<file path="config.mk">
export PLATFORM = sky130hd
export DESIGN_NAME = tlb_lru
export DESIGN_NICKNAME = d
export VERILOG_FILES = /design/src/tlb_cfg_pkg.sv /design/src/tlb_entry_pkg.sv /design/src/tlb_lru.sv
export SDC_FILE = /design/constraint.sdc
export NUM_CORES = 1
export LEC_CHECK = 0
export BUFFER_PORTS_ARGS = -buffer_cell sky130_fd_sc_hd__buf_4
export CAP_MARGIN = 0
export CORE_MARGIN = 2
export CORE_UTILIZATION = 58
export CTS_CLUSTER_SIZE = 20
export DETAILED_ROUTE_END_ITERATION = 8
export PLACE_DENSITY_LB_ADDON = 0.1
export SLEW_MARGIN = 40
export SYNTH_ARGS = -nofsm -noshare
export SYNTH_HDL_FRONTEND = slang
export SYNTH_SLANG_ARGS = --single-unit
</file>
<file path="constraint.sdc">
create_clock -name clk -period 5.71 [get_ports clk]
set_clock_uncertainty 0.05 [all_clocks]
set_input_delay 1.4275 -clock clk [delete_from_list [all_inputs] [get_ports clk]]
set_output_delay 1.4275 -clock clk [all_outputs]
set_load 0.01 [all_outputs]
</file>
<file path="src/tlb_cfg_pkg.sv">
// dtlb geometry and widths
// shared typedefs, init state encoding and small index helpers
package tlb_cfg_pkg;

  localparam int num_ways  = 4;
  localparam int num_sets  = 16;
  localparam int num_ports = 2;

  localparam int vpn_w  = 24;
  localparam int idx_w  = 4;
  localparam int tag_w  = vpn_w - idx_w;
  localparam int ppn_w  = 20;
  // attr bits 3..0 are global, no-execute, write-protect, user
  localparam int attr_w = 4;

  typedef logic [vpn_w-1:0]  vpn_t;
  typedef logic [idx_w-1:0]  set_idx_t;
  typedef logic [tag_w-1:0]  tag_t;
  typedef logic [ppn_w-1:0]  ppn_t;
  typedef logic [attr_w-1:0] attr_t;

  typedef logic [$clog2(num_ways)-1:0] way_idx_t;
  typedef logic [num_ways-1:0]         way_vec_t;
  typedef logic [$clog2(num_ways)-1:0] age_t;

  typedef enum logic {SWEEP, READY} init_state_e;

  // set index is the low vpn bits
  function automatic set_idx_t vpn_index(vpn_t vpn);
    return vpn[idx_w-1:0];
  endfunction

  function automatic tag_t vpn_tag(vpn_t vpn);
    return vpn[vpn_w-1:idx_w];
  endfunction

  // one-hot (or zero) way vector to way number
  function automatic way_idx_t way_encode(way_vec_t vec);
    way_idx_t idx;
    idx = '0;
    for (int w = 0; w < num_ways; w++) begin
      if (vec[w]) begin
        idx = idx | way_idx_t'(w);
      end
    end
    return idx;
  endfunction

endpackage

</file>
<file path="src/tlb_entry_pkg.sv">
// dtlb data formats
// stored entry, lookup request and response, fill request
package tlb_entry_pkg;

  import tlb_cfg_pkg::*;

  typedef struct packed {
    logic  valid;
    tag_t  tag;
    ppn_t  ppn;
    attr_t attr;
  } tlb_entry_t;

  typedef struct packed {
    logic valid;
    vpn_t vpn;
  } lookup_req_t;

  // all fields zero on a miss
  typedef struct packed {
    logic     hit;
    way_idx_t way;
    ppn_t     ppn;
    attr_t    attr;
  } lookup_rsp_t;

  // en writes, invl with en clears a present entry
  typedef struct packed {
    logic     en;
    logic     invl;
    logic     force_en;
    way_idx_t force_way;
    vpn_t     vpn;
    ppn_t     ppn;
    attr_t    attr;
  } fill_req_t;

endpackage

</file>
<file path="src/tlb_lru.sv">
// dtlb replacement state
// per-set age permutation, victim is the age 0 way, a touched way becomes
// youngest and the ways above its old age move down by one
`timescale 1ns/1ns

module tlb_lru (
  input  logic                       clk,
  input  logic                       init_active,
  input  tlb_cfg_pkg::set_idx_t      init_index,
  input  tlb_entry_pkg::fill_req_t   fill,
  input  logic                       fill_touch,
  input  tlb_cfg_pkg::way_idx_t      fill_way,
  input  tlb_entry_pkg::lookup_req_t port0_req,
  input  tlb_cfg_pkg::way_vec_t      port0_hit,
  output tlb_cfg_pkg::way_idx_t      victim
);

  import tlb_cfg_pkg::*;

  typedef age_t [num_ways-1:0] age_row_t;

  age_row_t age_mem [num_sets];
  age_row_t fill_row;
  age_row_t port0_row;
  age_row_t init_row;
  set_idx_t fill_set;
  set_idx_t port0_set;
  way_vec_t fill_sel;
  logic     port0_touch;

  function automatic age_row_t touch_row(age_row_t row, way_vec_t sel);
    age_row_t next;
    age_t     old_age;
    old_age = '0;
    for (int w = 0; w < num_ways; w++) begin
      if (sel[w]) begin
        old_age = old_age | row[w];
      end
    end
    for (int w = 0; w < num_ways; w++) begin
      if (sel[w]) begin
        next[w] = age_t'(num_ways - 1);
      end else if (row[w] > old_age) begin
        next[w] = row[w] - 1'b1;
      end else begin
        next[w] = row[w];
      end
    end
    return next;
  endfunction

  // two read ports, one per update source
  assign fill_set  = vpn_index(fill.vpn);
  assign port0_set = vpn_index(port0_req.vpn);
  assign fill_row  = age_mem[fill_set];
  assign port0_row = age_mem[port0_set];

  assign fill_sel    = way_vec_t'(1) << fill_way;
  assign port0_touch = port0_req.valid && (|port0_hit);

  always_comb begin
    victim = '0;
    for (int w = 0; w < num_ways; w++) begin
      init_row[w] = age_t'(w);
      if (fill_row[w] == '0) begin
        victim = way_idx_t'(w);
      end
    end
  end

  // sweep wins over fills, fills win over port 0 hits
  always_ff @(posedge clk) begin
    if (init_active) begin
      age_mem[init_index] <= init_row;
    end else if (fill_touch) begin
      age_mem[fill_set] <= touch_row(fill_row, fill_sel);
    end else if (port0_touch) begin
      age_mem[port0_set] <= touch_row(port0_row, port0_hit);
    end
  end

endmodule

</file>
==> impl_metrics.tcl, run 1 <==
set metrics [dict create \
    fin_crit_sh_pct 88.6 \
    final_cell_mix "edfxtp_1, mux4_2, buf_4, nand2_1, nor2_1" \
    synth_edf_count 128 \
    grt_usage_pct 28.8 \
    required_ns 5.71 \
    critPathSlowestCell "mux4_2" \
    crit_type "in2reg" \
    top_regs "age_mem x128" \
    min_period_ns 5.06 \
    fillers 827 \
    cap_violations 0 \
    cts_made_buffers 17 \
    ant_nets 0 \
    vdd_drop_max_v 0.000297 \
    n_antenna_cell 0 \
    end_kind "flop" \
    clockBufferDepth 2 \
    drv_slew 0 \
    tns_ns 0 \
    hp-start "age_mem[7][0]" \
    hold_buffers 0 \
    fin_total_pwr_mw 2.70 \
    startpoint_type "primary input" \
    gp_congestion 0.893 \
    syn_avg_cell_area_sq_um 16.0 \
    cts_tree "yes" \
    die_w_microns 114 \
    rsz0062_at_grt "false" \
    wl_met3_mm 1.64 \
    r2r_start "age_mem[7][7]" \
    critPathMaxFanout 16 \
    grt_max_degree 32 \
    core_area_sq_um 11900 \
    crit_buf_inv 2 \
    wl_mm 17.3 \
    crit_path_start "port0_req[0]" \
    ys_seq_area_share_pct 54.9 \
    grt_pass1_wl_mm 25.6 \
    drive_gt1_share_pct 34.4 \
    power_density_nw_per_um2 332 \
    nets 603 \
    wl_met1_mm 6.90 \
    hold_viol_final 0 \
    cts_resized 0 \
    ys.warnings.count 0 \
    max_stage_delay_ns 0.56 \
    regMostFlops "age_mem" \
    ff_latch_area_sq_um 3840 \
    firstDrtPassIters 4 \
    largest_reg_flops 128 \
    max_slew_margin_pct 49.8 \
    dieArea_sq_um 13000 \
    rows 40 \
    cts_setup_buffers 0 \
    drc_errors 0 \
    ys.flop_type "edfxtp_1" \
    drtIter0Drc 420 \
    h-tree-depth 4 \
    ys_ff_latch 128 \
    final_common_cell "edfxtp_1" \
    clock_latency_ns 0.42 \
    grt_antenna_before_repair 0 \
    async_reset_ff_share_pct 0 \
    crit_family "compound AO/OA/AOI/OAI gates" \
    netlist_instances 437 \
    overflow 0 \
    top_layer_used "met4" \
    dpl_cell_area_sq_um 7530 \
    avgViaCountPerCell 6.70 \
    start_util_pct 58.8 \
    crit_chain "buf_4 -> buf_4 -> mux4_2 -> mux4_2 -> a221oi_2 -> ha_1 -> nor2b_1 -> o211a_1 -> a2bb2oi_1 -> xnor2_1 -> o21ai_0 -> nand2_1" \
    portBuffers 23 \
    root_buffer "clkbuf_16" \
    multi_input_area_sq_um 2960 \
    outcome "complete, no violations" \
    synth_cell_types 44 \
    die_y_microns 114 \
    worst_pin_slew_ns 0.748 \
    wl_met2_mm 7.87 \
    dpl.hpwl_mm 11.6 \
    clock-sinks 128 \
    io_pins 93 \
    hp-class "reg2reg" \
    grt_pass1_vias 4381 \
    setup_violations 0 \
    wl_per_cell_microns 26.5 \
    vias 4376 \
    cp.arrival_ns 5.06 \
    power.leakage_nw 2.93 \
    synth_nets 547 \
    clk_pin_slew_ns 0.05 \
    synth_area_sq_um 7000 \
    area_growth_pct 16.2 \
    max_freq_mhz 198 \
    fin_area_sq_um 8140 \
]
==> layer usage <==
| layer | global-route usage, % | vias to the layer above |
|---|---|---|
| li1 | - | 1894 |
| met1 | 38.5 | 2215 |
| met2 | 43.2 | 212 |
| met3 | 8.18 | 55 |
| met4 | 16.3 | 0 |
| met5 | 0 | - |
==> worst reg2reg max path: cells and delay by family, from the launching register on <==
kind / cells / cell delay [ns]
compound gates: 5 / 1.27
mux: 2 / 1.03
simple gates: 2 / 0.50
flops: 1 / 0.38
fa+ha+maj: 1 / 0.33
xor+xnor: 1 / 0.09
==> synthesized netlist by cell type, types with 2 or more instances <==
master / n / area (sq um)
mux2i_1: 18 / 180
a21oi_1: 9 / 45.0
xnor2_1: 4 / 35.0
nor2_1: 26 / 97.6
a221oi_1: 2 / 17.5
a21o_1: 2 / 15.0
nand2b_1: 3 / 18.8
buf_6: 6 / 67.6
buf_1: 4 / 15.0
clkbuf_1: 4 / 15.0
and2_1: 2 / 12.5
ha_1: 19 / 238
o211ai_1: 3 / 22.5
mux4_2: 68 / 1530
inv_1: 15 / 56.3
nand2_1: 26 / 97.6
a32oi_1: 3 / 26.3
a211oi_1: 3 / 22.5
a22oi_1: 9 / 67.6
o31a_1: 2 / 17.5
xor2_1: 5 / 43.8
o21ai_0: 14 / 70.1
clkinv_1: 2 / 7.51
nor2b_1: 14 / 87.6
o22ai_1: 2 / 12.5
nor3_1: 3 / 15.0
o21a_1: 3 / 22.5
or2_2: 3 / 18.8
edfxtp_1: 128 / 3840
mux2_2: 10 / 113
o21ai_1: 5 / 25.0
buf_2: 8 / 40.0
==> logic make-up (layout without fill, tap and decap cells) <==
logic type	after synthesis	in the layout	synth area share (%)
buf+inv	41	110	3.04
simple gates	79	79	5.13
mux	96	96	26.0
xor+xnor	9	9	1.13
compound gates	65	65	6.38
flops	128	128	54.9
fa+ha+maj	19	19	3.39
==> path summary, 6_finish.rpt <==
path | to | slack [ns] | cells after the start
worst max-delay path | age_mem[11][3] | 0.65 | 12
worst min-delay path | age_mem[0][1] | 1.42 | 6
worst max register to register | age_mem[11][3] | 1.69 | 11
worst min register to register | age_mem[0][1] | 1.42 | 6
==> area by class of cell <==
type,instances,area share (%)
flip-flops and latches,128,47.2
clock inverters,13,2.08
well taps,147,2.26
inverters,18,0.831
repair buffers,60,5.84
multi-input cells,268,36.4
clock buffers,19,5.32
==> power by group <==
| group | total (mW) | internal (mW) | leakage [nW] | switching (mW) |
|---|---|---|---|---|
| sequential | 1.12 | 1.11 | 1.19 | 0.0151 |
| combinational | 0.480 | 0.217 | 1.45 | 0.263 |
| clock | 1.09 | 0.721 | 0.285 | 0.373 |
==> metrics by stage <==
step | hold slack, ns | utilization (%) | std cells | setup slack (ns)
2_1_floorplan | 1.20 | - | 437 | 0.804
3_3_place_gp | 1.41 | 63.1 | 621 | 0.160
3_5_place_dp | 1.40 | 63.2 | 621 | 0.231
4_1_cts | 1.42 | 68.3 | 653 | 0.672
5_1_grt | 1.49 | 68.3 | 653 | 0.424
6_report | 1.42 | 68.3 | 653 | 0.652
No activity file was read; power rests on OpenSTA's default activity.
==> run 2, diff against run 1 <==
--- a/config.mk
+++ b/config.mk
@@ -12,6 +12,7 @@
 export CTS_CLUSTER_SIZE = 20
 export DETAILED_ROUTE_END_ITERATION = 8
 export PLACE_DENSITY_LB_ADDON = 0.1
+export RECOVER_POWER = 50
 export SLEW_MARGIN = 40
 export SYNTH_ARGS = -nofsm -noshare
 export SYNTH_HDL_FRONTEND = slang
==> run 2 against run 1 <==
Effect of this change: design area shrank 0.88%; non-clock buffer count is the same; critical path type unchanged; highest routed layer unchanged; worst hold slack is essentially flat; core utilization shrank 0.60 points; combinational power shrank 0.8%.
==> impl_metrics.tcl, run 2 (same netlist as run 1, synthesis figures left out) <==
set metrics [dict create \
    cp.arrival_ns 5.05 \
    critPathSlowestCell "mux4_2" \
    dieArea_sq_um 13000 \
    crit_chain "buf_4 -> buf_4 -> mux4_2 -> mux4_2 -> a221oi_2 -> ha_1 -> nor2b_1 -> o211a_1 -> a2bb2oi_1 -> xnor2_1 -> o21ai_0 -> nand2_1" \
    power.leakage_nw 2.86 \
    cts_setup_buffers 0 \
    portBuffers 23 \
    wl_mm 17.3 \
    final_common_cell "edfxtp_1" \
    overflow 0 \
    fin_total_pwr_mw 2.69 \
    final_cell_mix "edfxtp_1, mux4_2, buf_4, nand2_1, nor2_1" \
    root_buffer "clkbuf_16" \
    fin_hold_ws_ns 1.42 \
    dp.cells 621 \
    vias 4385 \
    clockBufferDepth 2 \
    fin_ws_ns 0.655 \
    clock-sinks 128 \
    fin_util_pct 67.7 \
    drive_gt1_share_pct 30.8 \
    grt_max_degree 32 \
    gp_congestion 0.893 \
    drc_errors 0 \
    whs_path_depth 6 \
    n_antenna_cell 0 \
    fin_area_sq_um 8060 \
    startpoint_type "primary input" \
    nets 603 \
    end_kind "flop" \
    clk_pin_slew_ns 0.05 \
    worst_pin_slew_ns 1.14 \
    preCtsSetupSlack_ns 0.231 \
    crit_path_start "port0_req[0]" \
    rsz0062_at_grt "false" \
    power_density_nw_per_um2 334 \
    start_util_pct 58.8 \
    dpl.hpwl_mm 11.6 \
    ant_nets 0 \
    area_growth_pct 15.2 \
    tns_ns 0 \
    avgViaCountPerCell 6.72 \
    dpl_cell_area_sq_um 7530 \
    max_freq_mhz 198 \
    crit_family "compound AO/OA/AOI/OAI gates" \
    setup_violations 0 \
    outcome "complete, no violations" \
    crit_buf_inv 2 \
    hold_buffers 0 \
    drv_slew 0 \
    largest_reg_flops 128 \
    h-tree-depth 4 \
    rows 40 \
    fin_crit_sh_pct 88.5 \
    core_area_sq_um 11900 \
    hp-class "reg2reg" \
    top_regs "age_mem x128" \
    crit_cells 12 \
    clock_latency_ns 0.42 \
    cap_violations 0 \
    regMostFlops "age_mem" \
    die_y_microns 114 \
    max_stage_delay_ns 0.56 \
    cts_tree "yes" \
    r2r_start "age_mem[5][7]" \
    drtIter0Drc 424 \
    r2r_cells 11 \
    hp-start "age_mem[7][0]" \
    cts_resized 0 \
    grt_pass1_wl_mm 25.6 \
    grt_usage_pct 28.8 \
    min_period_ns 5.06 \
    vdd_drop_max_v 0.000297 \
    crit_type "in2reg" \
    grt_antenna_before_repair 0 \
    layout.cells.non_filler 653 \
    die_w_microns 114 \
    max_slew_margin_pct 23.3 \
    cts_made_buffers 17 \
    wl_per_cell_microns 26.4 \
    required_ns 5.71 \
    hold_viol_final 0 \
    firstDrtPassIters 5 \
    io_pins 93 \
    critPathMaxFanout 16 \
    grt_pass1_vias 4381 \
]
## run 2: final timing paths
path	endpoint	slack, ns
min reg2reg	age_mem[0][1]	1.42
min	age_mem[0][1]	1.42
max	age_mem[11][3]	0.65
max reg2reg	age_mem[11][3]	1.69
## run 2: per-layer routing
layer	share of wire, %	vias up	global-route usage [%]
li1	-	1893	-
met3	9.6	51	8.18
met1	40	2208	38.5
met2	46	233	43.2
met5	0	-	0
met4	4.6	0	16.3
## run 2: worst min-delay path, cell delays in order (launching register included)
cell	delay, ns
edfxtp_1	0.33
mux4_2	0.23
mux2_2	0.16
o22ai_1	0.11
xor2_1	0.14
o21ai_1	0.08
o21ai_2	0.23
## run 2: final cells by class
cell class                 count  area, sq um
fill                         849         3850
sequential                   128         3840
multi-input combinational    268         2960
clock buffer                  19          433
timing repair buffer          60          412
tap                          147          184
clock inverter                13          169
inverter                      18         67.6
## run 2: report_power, final
group	internal [mW]	leakage, nW	switching (mW)
clock network	0.721	0.285	0.373
logic	0.212	1.38	0.264
registers	1.11	1.19	0.0150
total	2.04	2.86	0.651
==> run 3, diff against run 2 <==
--- a/config.mk
+++ b/config.mk
@@ -11,7 +11,7 @@
 export CORE_UTILIZATION = 58
 export CTS_CLUSTER_SIZE = 20
 export DETAILED_ROUTE_END_ITERATION = 8
-export PLACE_DENSITY_LB_ADDON = 0.1
+export PLACE_DENSITY = 0.88
 export RECOVER_POWER = 50
 export SLEW_MARGIN = 40
 export SYNTH_ARGS = -nofsm -noshare
==> constraint.sdc (replaced) <==
create_clock -name clk -period 5.71 [get_ports clk]
set_clock_uncertainty 0.05 [all_clocks]
set_input_delay 1.142 -clock clk [delete_from_list [all_inputs] [get_ports clk]]
set_output_delay 1.142 -clock clk [all_outputs]
set_load 0.01 [all_outputs]
==> run 3 against run 2 <==
Effect of this change: via count rose by 3.0%; sequential share of layout area up 1.4 points; worst hold slack worse by 0.11 ns; highest routed layer unchanged.
==> impl_metrics.tcl, run 3 (same netlist as run 1, synthesis figures left out) <==
set metrics [dict create \
    outcome "complete, no violations" \
    grt_pass1_wl_mm 27.3 \
    clockBufferDepth 2 \
    hold_viol_final 0 \
    overflow 0 \
    dpl_cell_area_sq_um 7350 \
    critPathSlowestCell "mux4_2" \
    firstDrtPassIters 5 \
    start_util_pct 58.8 \
    fin_total_pwr_mw 2.60 \
    startpoint_type "primary input" \
    core_area_sq_um 11900 \
    rows 40 \
    whs_path_depth 3 \
    h-tree-depth 4 \
    largest_reg_flops 128 \
    min_to "age_mem[0][1]" \
    io_pins 93 \
    portBuffers 23 \
    crit_buf_inv 3 \
    timing.reg2reg.setup_slack_ns 1.87 \
    die_w_microns 114 \
    nets 577 \
    grt_usage_pct 29.6 \
    p_int_mw 1.93 \
    max_slew_margin_pct 8.87 \
    power_density_nw_per_um2 332 \
    hp-class "in2reg" \
    vdd_drop_max_v 0.000149 \
    crit_path_start "fill[24]" \
    gp_congestion 0.933 \
    p_switching_mw 0.676 \
    crit_chain "clkbuf_2 -> buf_4 -> mux4_2 -> mux4_2 -> clkinv_1 -> mux4_2 -> ha_1 -> nor2b_1 -> o21ai_0 -> nor3_1 -> mux2_2 -> o21ai_2" \
    wl_mm 18.0 \
    cap_violations 0 \
    fin_crit_sh_pct 86.7 \
    regMostFlops "age_mem" \
    rsz0062_at_grt "false" \
    p_seq_share_pct 43.3 \
    ant_nets 0 \
    root_buffer "clkbuf_16" \
    r2r_start "age_mem[3][7]" \
    r2r_cells 11 \
    min_period_ns 4.95 \
    final_cell_mix "edfxtp_1, mux4_2, buf_4, nand2_1, nor2_1" \
    wl_per_cell_microns 28.8 \
    end_kind "flop" \
    grt_pass1_vias 4634 \
    clock-sinks 128 \
    max_stage_delay_ns 0.55 \
    cts_setup_buffers 0 \
    crit_family "multiplexers" \
    drtIter0Drc 550 \
    clock_latency_ns 0.42 \
    setup_violations 0 \
    top_regs "age_mem x128" \
    hp-start "port0_hit[0]" \
    n_antenna_cell 0 \
    max_freq_mhz 202 \
    rr_endpoint "age_mem[3][3]" \
    grt_antenna_before_repair 0 \
    drc_errors 0 \
    vias 4518 \
    required_ns 5.79 \
    drv_slew 0 \
    pwr-share-clk_pct 39.1 \
    final_common_cell "edfxtp_1" \
    dpl.hpwl_mm 11.1 \
    crit_type "in2reg" \
    fin_area_sq_um 7840 \
    clk_pin_slew_ns 0.06 \
    grt_max_degree 32 \
    cts_tree "yes" \
    p_sw_share_pct 26.0 \
    cts_resized 0 \
    critPathMaxFanout 16 \
    cp.arrival_ns 5.03 \
    cpMostUsedCell "mux4_2" \
    hold_buffers 0 \
    fillers 765 \
    worst_pin_slew_ns 1.36 \
    power.leakage_nw 2.75 \
    avgViaCountPerCell 7.24 \
    drive_gt1_share_pct 30.6 \
    tns_ns 0 \
    dieArea_sq_um 13000 \
    area_growth_pct 12.0 \
    cts_made_buffers 17 \
    die_y_microns 114 \
    power_frac_comb_pct 17.6 \
]
-- run 3: cell count changes in the layout (fill, tap and decap cells not counted), moves of 2 or more --
cell	before	now
buf_4	41	32
clkinv_1	5	3
bufinv_16	4	2
clkbuf_1	19	1
buf_12	2	0
-- run 3: layer usage --
layer	track usage [%]	wire length, microns	vias to the layer above
li1	-	-	1843
met1	38.6	6560	2255
met2	46.3	8500	327
met3	7.65	1980	93
met4	15.8	958	0
met5	0	0	-
-- run 3: worst min-delay path, delay by kind of cell --
family	cells	cell delay, ns
AO/OA/AOI/OAI	2	0.34
buffers and inverters	1	0.12
-- run 3: power by group through the flow --
stage	Combinational [mW]	Sequential (mW)	Clock, mW
4_1_cts	0.455	1.13	1.01
3_5_place_dp	0.445	1.14	0
3_3_place_gp	0.417	1.14	0
5_1_grt	0.490	1.13	1.06
6_report	0.458	1.13	1.02
2_1_floorplan	0.316	1.14	0
-- run 3: how the worst max path moves through the flow --
stage,cells after the start,slack [ns],to
2_1_floorplan,11,1.09,age_mem[0][7]
5_1_grt,12,0.54,age_mem[14][1]
3_3_place_gp,11,0.45,age_mem[14][2]
6_report,12,0.76,age_mem[1][1]
3_5_place_dp,12,0.68,age_mem[10][1]
4_1_cts,14,1.05,age_mem[3][3]
-- run 3: per-stage QoR --
step / utilization [%] / hold WS [ns] / instances / setup slack, ns
after global routing: 65.8 / 1.34 / 624 / 0.538
after detailed placement: 61.7 / 1.36 / 595 / 0.675
after global placement: 61.3 / 1.38 / 595 / 0.453
final: 65.8 / 1.31 / 624 / 0.760
after floorplan: - / 1.20 / 437 / 1.09
after CTS: 66.3 / 1.28 / 624 / 1.05
-- run 3: final cells by class --
type | count | area (sq um) | share of cell area, %
flip-flops and latches | 128 | 3840 | 49.0
multi-input cells | 268 | 2950 | 37.6
clock buffers | 17 | 425 | 5.43
inverters | 18 | 67.6 | 0.862
well taps | 147 | 184 | 2.35
repair buffers | 34 | 249 | 3.18
clock inverters | 12 | 123 | 1.56
